==> config.mk <==
export PLATFORM = sky130hd
export DESIGN_NAME = rs_syndrome
export DESIGN_NICKNAME = d
export VERILOG_FILES = /design/src/rs_syndrome_pkg.sv /design/src/block_counter.sv /design/src/syndrome_cell.sv /design/src/rs_syndrome.sv
export SDC_FILE = /design/constraint.sdc
export NUM_CORES = 1
export LEC_CHECK = 0
export ABC_AREA = 1
export BUFFER_PORTS_ARGS = -buffer_cell sky130_fd_sc_hd__clkbuf_2
export CORE_UTILIZATION = 58
export DETAILED_ROUTE_END_ITERATION = 7
export PLACE_DENSITY_LB_ADDON = 0.25
export SETUP_SLACK_MARGIN = 0.15
export SLEW_MARGIN = 20
export SYNTH_ARGS = -nofsm -noshare
export SYNTH_HDL_FRONTEND = slang
export SYNTH_SLANG_ARGS = --single-unit
==> constraint.sdc <==
create_clock -name CLK -period 2.5 [get_ports CLK]
set_input_delay 0.5 -clock CLK [delete_from_list [all_inputs] [get_ports CLK]]
set_output_delay 0.5 -clock CLK [all_outputs]
set_load 0.01 [all_outputs]
==> src/rs_syndrome_pkg.sv <==
`default_nettype none

package rs_syndrome_pkg;

   //--------------------------------------------------------------------------
   // field constants, GF(64)
   //--------------------------------------------------------------------------
   localparam int GF_WIDTH = 6;                    // bits per symbol

   // low bits of x^6+x^5+x^4+x+1, folded back in when bit 5 shifts out
   localparam logic [GF_WIDTH-1:0] GF_POLY = 6'h33;

   localparam int NUM_SYNDROMES = 20;              // powers 0 to 19

   //--------------------------------------------------------------------------
   // block constants
   //--------------------------------------------------------------------------
   localparam int CNT_WIDTH = 6;                   // position counter width

   localparam logic [CNT_WIDTH-1:0] BLOCK_LEN = 6'd54;  // symbols per block

endpackage : rs_syndrome_pkg

`default_nettype wire

==> src/block_counter.sv <==
`timescale 1ns/1ns
`default_nettype none

module block_counter (
   input  logic CLK,
   input  logic RESET,
   input  logic enable,                            // hold when low
   input  logic sync,                              // first symbol of block
   output logic done                               // last symbol absorbed
);

   //--------------------------------------------------------------------------
   // symbol position
   //--------------------------------------------------------------------------
   // 0 means idle, 1 to BLOCK_LEN is the symbol just absorbed
   logic [rs_syndrome_pkg::CNT_WIDTH-1:0] count;

   always_ff @(posedge CLK or negedge RESET) begin
      if (!RESET) begin
         count <= '0;
      end
      else if (enable) begin
         if (sync) begin
            count <= rs_syndrome_pkg::CNT_WIDTH'(1);   // restart at symbol 1
         end
         else if ((count == '0) || (count == rs_syndrome_pkg::BLOCK_LEN)) begin
            count <= '0;                             // idle until next sync
         end
         else begin
            count <= count + 1'b1;
         end
      end
   end

   //--------------------------------------------------------------------------
   // done decode
   //--------------------------------------------------------------------------
   assign done = (count == rs_syndrome_pkg::BLOCK_LEN);

   //--------------------------------------------------------------------------
   // checks
   //--------------------------------------------------------------------------
   // position never runs past the end of a block
   a_count_range : assert property (
      @(posedge CLK) disable iff (!RESET)
      count <= rs_syndrome_pkg::BLOCK_LEN
   ) else $error("block_counter: count %0d beyond block length", count);

   // done is a single enabled beat unless a new block starts right away
   a_done_single : assert property (
      @(posedge CLK) disable iff (!RESET)
      (done && enable && !sync) |=> !done
   ) else $error("block_counter: done held past its enabled edge");

endmodule : block_counter

`default_nettype wire

==> src/syndrome_cell.sv <==
`timescale 1ns/1ns
`default_nettype none

module syndrome_cell #(
   parameter int POWER = 0                         // multiplier is alpha^POWER
) (
   input  logic                                 CLK,
   input  logic                                 RESET,
   input  logic                                 enable,
   input  logic                                 sync,
   input  logic [rs_syndrome_pkg::GF_WIDTH-1:0] data_in,
   output logic [rs_syndrome_pkg::GF_WIDTH-1:0] syndrome
);

   // alpha has order 63, so powers past 62 only repeat the field
   if ((POWER < 0) || (POWER > 62)) begin : g_power_check
      $error("syndrome_cell: POWER %0d outside 0 to 62", POWER);
   end

   //--------------------------------------------------------------------------
   // constant multiplier
   //--------------------------------------------------------------------------
   // one step of x * alpha, reduced by the field polynomial
   function automatic logic [rs_syndrome_pkg::GF_WIDTH-1:0] mul_alpha(
      input logic [rs_syndrome_pkg::GF_WIDTH-1:0] x
   );
      logic [rs_syndrome_pkg::GF_WIDTH-1:0] shifted;
      shifted = {x[rs_syndrome_pkg::GF_WIDTH-2:0], 1'b0};
      if (x[rs_syndrome_pkg::GF_WIDTH-1]) begin
         shifted = shifted ^ rs_syndrome_pkg::GF_POLY;   // fold top bit back
      end
      return shifted;
   endfunction

   logic [rs_syndrome_pkg::GF_WIDTH-1:0] product;  // syndrome * alpha^POWER

   // unrolled at elaboration, reduces to a small xor network
   always_comb begin
      product = syndrome;
      for (int k = 0; k < POWER; k++) begin
         product = mul_alpha(product);
      end
   end

   //--------------------------------------------------------------------------
   // Horner accumulator
   //--------------------------------------------------------------------------
   always_ff @(posedge CLK or negedge RESET) begin
      if (!RESET) begin
         syndrome <= '0;
      end
      else if (enable) begin
         if (sync) begin
            syndrome <= data_in;                     // first symbol of block
         end
         else begin
            syndrome <= data_in ^ product;           // acc * alpha^POWER + r
         end
      end
   end

   //--------------------------------------------------------------------------
   // checks
   //--------------------------------------------------------------------------
   // the block always starts from the symbol seen with sync
   a_sync_load : assert property (
      @(posedge CLK) disable iff (!RESET)
      (enable && sync) |=> (syndrome == $past(data_in))
   ) else $error("syndrome_cell %0d: sync did not load data_in", POWER);

endmodule : syndrome_cell

`default_nettype wire

==> src/rs_syndrome.sv <==
`timescale 1ns/1ns
`default_nettype none

module rs_syndrome (
   input  logic                                 CLK,
   input  logic                                 RESET,
   input  logic                                 enable,   // stall when low
   input  logic                                 sync,     // marks symbol 1
   input  logic [rs_syndrome_pkg::GF_WIDTH-1:0] data_in,  // received symbol

   // S_i = r(alpha^i), valid while done is high
   output logic [rs_syndrome_pkg::GF_WIDTH-1:0] syndromes [rs_syndrome_pkg::NUM_SYNDROMES],
   output logic                                 done
);

   //--------------------------------------------------------------------------
   // block position
   //--------------------------------------------------------------------------
   block_counter u_block_counter (
      .CLK    (CLK),
      .RESET  (RESET),
      .enable (enable),
      .sync   (sync),
      .done   (done)
   );

   //--------------------------------------------------------------------------
   // syndrome cells
   //--------------------------------------------------------------------------
   // cell i evaluates the received polynomial at alpha^i
   for (genvar i = 0; i < rs_syndrome_pkg::NUM_SYNDROMES; i++) begin : g_cell
      syndrome_cell #(
         .POWER (i)
      ) u_syndrome_cell (
         .CLK      (CLK),
         .RESET    (RESET),
         .enable   (enable),
         .sync     (sync),
         .data_in  (data_in),
         .syndrome (syndromes[i])              // straight from the register
      );
   end

endmodule : rs_syndrome

`default_nettype wire

==> results of run 1 <==
-- synth_stat cells, types with 5 or more instances --
cell type  count
dfrtp_1      126
xor2_1        95
mux2i_1        6
inv_1         94
nor2_1        28
nand4_1       11
clkbuf_1      34
buf_2          6
a22oi_1       32
a21oi_1       36
o311ai_0      11
nand3_1       76
o21ai_0       97
inv_2          8
nand2_1      281
nand2_2       11
nand3b_1       9
xnor2_1       53
o211ai_1      31
or2_2          9
xnor3_1        5
-- power by group --
group / total (W) / internal (W) / leakage, nW / switching (W)
clock: 0.00262 / 0.00172 / 0.301 / 0.000903
sequential: 0.00400 / 0.00279 / 1.54 / 0.00121
combinational: 0.0103 / 0.00416 / 3.21 / 0.00611
-- worst paths after layout --
check | from | to | slack [ns] | depth (start not counted)
max | g_cell[10].u_syndrome_cell.syndrome[4]$_DFFE_PN0P_ | g_cell[10].u_syndrome_cell.syndrome[3]$_DFFE_PN0P_ | 0.53 | 11
min | RESET | g_cell[15].u_syndrome_cell.syndrome[5]$_DFFE_PN0P_ | 0.09 | 1
max reg2reg | g_cell[10].u_syndrome_cell.syndrome[4]$_DFFE_PN0P_ | g_cell[10].u_syndrome_cell.syndrome[3]$_DFFE_PN0P_ | 0.53 | 11
min reg2reg | g_cell[1].u_syndrome_cell.syndrome[2]$_DFFE_PN0P_ | g_cell[1].u_syndrome_cell.syndrome[2]$_DFFE_PN0P_ | 0.55 | 2
max in group asynchronous | RESET | g_cell[13].u_syndrome_cell.syndrome[4]$_DFFE_PN0P_ | 1.76 | 2
min in group CLK | data_in[1] | g_cell[5].u_syndrome_cell.syndrome[1]$_DFFE_PN0P_ | 0.41 | 3
-- critical path, cell delays in order, from the launching register on --
cell     delay (ns)
dfrtp_1        0.45
inv_1          0.12
nand2_1        0.07
nand2_2        0.12
xor2_1         0.24
nand2_1        0.08
nand2_1        0.12
xor2_1         0.19
xor2_1         0.15
nand2_1        0.11
nand4_1        0.10
nand3_1        0.09
-- per-stage QoR --
step                cell area [sq um]  total power [W]  hold WS, ns  cells
floorplan                        8638          0.01170       0.2044   1107
global placement                 9565          0.01379       0.5297   1403
detailed placement               9565          0.01406       0.5259   1403
CTS                             10180          0.01681       0.1061   1433
global route                    10180          0.01840       0.1336   1433
finish                          10180          0.01689      0.09340   1433
-- per-layer routing --
metal  wire (microns)  global-route usage  share of wire  vias up
met5                0                   0              0        -
met4              741              0.1458          0.030        0
met3             2068             0.06502          0.083       64
met2            11650              0.5259           0.47      373
met1            10580              0.4587           0.42     4033
li1                 -                   -              -     3923
-- layout make-up --
cell class,instances,area [sq um],area share
clock buffers,25,515.5,0.05062
repair buffers,161,923.4,0.09067
multi-input cells,826,4860,0.4772
flip-flops and latches,126,3153,0.3096
clock inverters,5,102.6,0.01007
well taps,184,230.2,0.02261
inverters,106,399.1,0.03919
-- cells in the final DEF, fill, tap and decap left out, types with 32 or more instances in the layout --
master and n:
nand2_1 281, clkbuf_2 129, dfrtp_1 126, o21ai_0 97, xor2_1 95, inv_1 93, nand3_1 76, xnor2_1 53
a21oi_1 36, a22oi_1 32
-- cell families after synthesis --
logic type / count (synthesis)
AO/OA/AOI/OAI: 222
XOR/XNOR: 158
adder cells (fa/ha/maj): 3
buffers and inverters: 155
flip-flops: 126
multiplexers: 6
AND/OR/NAND/NOR: 437
-- sequential cells by signal, summed over array words and instances, names as in the netlist --
signal	cells
g_cell.u_syndrome_cell.syndrome	120
u_block_counter.count	6
==> summary.txt, run 1 <==
Post-synthesis mux area share: 0.006952
Initial core utilization: 0.5944
Post-synth top area share: 0.3650
Post-synth EDFFs: 0
CP Launch Type: flip-flop
CTS root buf: clkbuf_16
Compound-Gate Fraction of Synth Area: 0.1566
Initial DRC count: 829
Final #Nets: 1251
Layout fillers: 1175
Run status: complete, no violations
Top post-synthesis cells by area: dfrtp_1 (37%), nand2_1 (12%), xor2_1 (9.6%)
Setup Fix Bufs, Post-CTS: 0
Largest net degree at the start of global routing: 42
Core area: 0.01453 sq mm
Final setup fails: 0
Io pins: 131
Ys async rst share: 1.000
Antenna Nets Post-Route: 0
Die X: 124.0 microns
CTS Hold Buffers Added: 0
Htree depth: 4
Period utilisation layout: 0.7875
VDD IR max: 0.001252 V
Total nets after synthesis: 1120
Crit path max fanout: 6
Post-CTS Resized: 0
Yosys top cell by area: dfrtp_1
Drt total wl: 25.04 mm
Post-Syn Area per Cell: 7.803 sq um
Routed WL per cell: 17.47 microns
Pre-Repair DR Iteration Count: 5
Final RePlAce weighted congestion: 0.9422
Clock transition at the registers of the reported paths: 0.06 ns
Sequential fraction of the synthesis area: 0.3650
Max Cap Viol: 0
Die Ht: 124.0 microns
Crit path time final: 1.969 ns
F_max: 0.5080 GHz
Post-place setup slack: 0.3013 ns
Via count of the first global-routing pass: 7716
Hold WC Path Type: in -> async
Maximum root-to-sink buffer count: 2
TritonCTS clock tree: done
Antenna fix cells: 0
Synth Area in Adders: 0.004345
DIE AREA: 0.01539 sq mm
Synth Area in XOR/XNOR: 0.1751
Clock sink count: 126
Initial antenna violation count: 0
Worst Setup End Kind: flip-flop
Final setup margin: 0.5313 ns
DPL Wire Length: 17.07 mm
Setup repair after global routing missed its margin: false
Simple-gate area share of the yosys netlist: 0.2196
Worst slew pin tran: 0.6443 ns
Largest family of logic cells by synthesized area: simple AND/OR/NAND/NOR gates
Final Core Density: 0.7007
Port Buf Inserts: 130
Crit Path Class: reg -> reg
Clock latency on the worst-skew pair: 0.42 ns
First-pass GRT wire length: 39.42 mm
Area growth syn-to-layout: 17.89%
Power Density: 1658 mW/mm^2
DRC: 0
Clock skew: 0.007737 ns
Share of layout cells above drive strength 1: 0.1825
Synthesis warning total: 0
Gr ovfl total: 0
Synth cell types: 46
Final setup TNS: 0 ns
Cells after Synth: 1107
TritonCTS buffer count: 17
Final Hold Viols: 0
Slew margin rel.: 0.5700
Max Slew Vio Count: 0
Critical Path RT: 2.79 ns
Crit path DAT: 2.26 ns
GRT Util Overall: 0.3380
Synthesized area: 0.008638 sq mm
Post-synth top flop: dfrtp_1
Site Rows: 44
Vias: 8393
Leakage: 5.054 nW
Vias per inst: 5.857
FF+latch count, synth: 126
No activity file was read; power rests on OpenSTA's default activity.
==> run 2, diff against run 1 <==
clock period = 1.95 ns   (was 2.5 ns; I/O delays follow)
==> summary.txt, run 2 (same netlist as run 1, synthesis figures left out) <==
Leakage: 5.639 nW (+12%)
Final #Nets: 1339 (+7.0%)
Initial antenna violation count: 0 (unchanged)
Crit Path Class: reg -> reg
Htree depth: 4 (unchanged)
Gr ovfl total: 0 (unchanged)
Final Core Density: 0.7941 (+0.09341)
DIE AREA: 0.01539 sq mm (unchanged)
CP Launch Type: flip-flop
Clock latency on the worst-skew pair: 0.43 ns (about the same)
Worst Setup End Kind: flip-flop
Pint: 0.01340 W (+55%)
Most common cell on crit path: nand2_1
Core area: 0.01453 sq mm (unchanged)
First-pass GRT wire length: 40.72 mm (+3.3%)
Max Cap Viol: 0 (unchanged)
Hold WC Path Type: in -> reg
VDD IR max: 0.001537 V (+23%)
Setup repair after global routing missed its margin: true
Final Hold Viols: 0 (unchanged)
Max Slew Vio Count: 0 (unchanged)
Crit-path max cell delay: 0.42 ns (-0.03 ns)
Die X: 124.0 microns (unchanged)
Final RePlAce weighted congestion: 0.9136 (-3.0%)
Drt total wl: 28.84 mm (+15%)
Slowest-stage cell, CP: dfrtp_1
Io pins: 131 (unchanged)
Period utilisation layout: 0.9921 (+0.2046)
GRT Util Overall: 0.3518 (+0.01382)
Reg2Reg Setup Slack: 0.02 ns (-0.52 ns)
Critical Path RT: 2.26 ns (-0.53 ns)
Final setup fails: 0 (unchanged)
Logic gate share of total power: 0.684 (+0.076)
Clock share of power: 0.121 (-0.034)
Run status: finished with violations
Vias per inst: 5.971 (+1.9%)
Clock transition at the registers of the reported paths: 0.06 ns (about the same)
Flop pwr share: 0.195 (-0.042)
Share of layout cells above drive strength 1: 0.3353 (+0.1528)
Worst slew pin tran: 0.6526 ns (+0.008345 ns)
F_max: 0.5169 GHz (+1.8%)
Power Density: 2287 mW/mm^2 (+38%)
Crit path max fanout: 5 (-1)
Site Rows: 44 (unchanged)
TritonCTS clock tree: done
Pre-Repair DR Iteration Count: 8 (+3)
Routed WL per cell: 18.94 microns (+8.4%)
Reg with most FFs: g_cell.u_syndrome_cell.syndrome
Sw frac: 0.4923 (+0.005537)
Most common cell after layout, fill and taps aside: nand2_1
Initial DRC count: 1021 (+23%)
Slew margin rel.: 0.5644 (-0.005570)
Initial core utilization: 0.5944 (unchanged)
Area growth syn-to-layout: 33.60%
Largest net degree at the start of global routing: 46 (+9.5%)
Crit path DAT: 2.25 ns (about the same)
Largest registers: g_cell.u_syndrome_cell.syndrome: 120 flops, u_block_counter.count: 6 flops
Largest register FFs: 120 (unchanged)
Final setup TNS: 0 ns (unchanged)
P_sw: 0.01300 W (+58%)
Antenna Nets Post-Route: 0 (unchanged)
Failing checks: DRC
Die Ht: 124.0 microns (unchanged)
DRC: 1 (+1)
TritonCTS buffer count: 17 (unchanged)
Via count of the first global-routing pass: 7961 (+3.2%)
Port Buf Inserts: 130 (unchanged)
Clock sink count: 126 (unchanged)
Commonest non-fill, non-tap cells in the layout: nand2_1 (242), clkbuf_2 (129), buf_4 (110)
Clock skew: 0.007554 ns (-0.0001835 ns)
Crit path time final: 1.935 ns (-0.03409 ns)
Antenna fix cells: 0 (unchanged)
CTS root buf: clkbuf_16
DPL Wire Length: 17.37 mm (+1.7%)
Cell Chain, Critical Path: inv_1 -> nand2_2 -> nand2_4 -> xor2_4 -> and2_1 -> o21bai_2 -> nand2_1 -> nand2_1 -> nand3_2 -> nand3_1 -> nand2_1 -> nand3_1
Maximum root-to-sink buffer count: 2 (unchanged)
Vias: 9094 (+8.4%)
[run 2: changes by cell type in the layout (fill, tap and decap cells not counted), moves of 14 or more]
cell     delta
nand3_1    -20
nand3_2    +18
nand2_2    +35
xor2_1     -22
dfrtp_2    +18
dfrtp_1    -18
xnor2_2    +15
nand2_1    -39
xnor2_1    -17
xor2_2     +14
buf_4      +81
[run 2: metrics by stage]
| step | cell area [sq um] | hold slack, ns | std cells | total power, W | setup WS [ns] |
|---|---|---|---|---|---|
| after detailed placement | 9791 | 0.2995 | 1428 | 0.01820 | 0.05015 |
| after CTS | 10630 | 0.2914 | 1477 | 0.02231 | 0.1174 |
| final | 11540 | 0.2974 | 1523 | 0.02640 | 0.01544 |
| after floorplan | 8638 | 0.09441 | 1107 | 0.01501 | 0.1604 |
| after global routing | 11540 | 0.3079 | 1523 | 0.02827 | -0.08216 |
| after global placement | 9791 | 0.2970 | 1428 | 0.01776 | 0.1325 |
[run 2: timing repair]
action	in CTS	in global routing
hold buffers	1	0
hold endpoints to repair	14	0
cloned	0	0
pin swaps	8	76
buffers inserted	16	46
gates resized for setup	27	128
setup endpoints to repair	14	37
[run 2: layer usage]
layer  track usage  up-vias  share of wire
li1              -     4093              -
met1        0.4632     4301           0.38
met2        0.5694      570           0.48
met3       0.07601      130           0.10
met4        0.1287        0          0.039
met5             0        -              0
[run 2: layout make-up]
type | count | area [sq um]
clock buffer | 17 | 425.4
multi-input combinational | 826 | 5514
inverter | 106 | 399.1
fill | 935 | 2993
timing repair buffer | 249 | 1635
sequential | 126 | 3176
tap | 184 | 230.2
clock inverter | 15 | 161.4
[run 2: power groups by stage]
stage	Clock, W	Combinational (W)	Sequential, W
after floorplan	0	0.00993	0.00508
after CTS	0.00320	0.0142	0.00496
after detailed placement	0	0.0132	0.00496
final	0.00319	0.0181	0.00515
after global routing	0.00330	0.0197	0.00528
after global placement	0	0.0128	0.00495
[run 2: critical path: cells and delay by family, from the launching register on]
kind,cells,cell delay [ns]
AND/OR/NAND/NOR,9,0.93
XOR/XNOR,1,0.25
AO/OA/AOI/OAI,1,0.10
buffers and inverters,1,0.11
flip-flops,1,0.42
[run 2: final timing paths]
| kind | start | end | cells after the start |
|---|---|---|---|
| setup / recovery | g_cell[17].u_syndrome_cell.syndrome[2]$_DFFE_PN0P_ | g_cell[17].u_syndrome_cell.syndrome[3]$_DFFE_PN0P_ | 12 |
| hold / removal | data_in[1] | g_cell[5].u_syndrome_cell.syndrome[1]$_DFFE_PN0P_ | 3 |
| setup reg to reg | g_cell[17].u_syndrome_cell.syndrome[2]$_DFFE_PN0P_ | g_cell[17].u_syndrome_cell.syndrome[3]$_DFFE_PN0P_ | 12 |
| hold reg to reg | g_cell[1].u_syndrome_cell.syndrome[2]$_DFFE_PN0P_ | g_cell[1].u_syndrome_cell.syndrome[2]$_DFFE_PN0P_ | 2 |
| max in group asynchronous | RESET | g_cell[18].u_syndrome_cell.syndrome[5]$_DFFE_PN0P_ | 3 |
| min in group asynchronous | RESET | g_cell[17].u_syndrome_cell.syndrome[2]$_DFFE_PN0P_ | 2 |
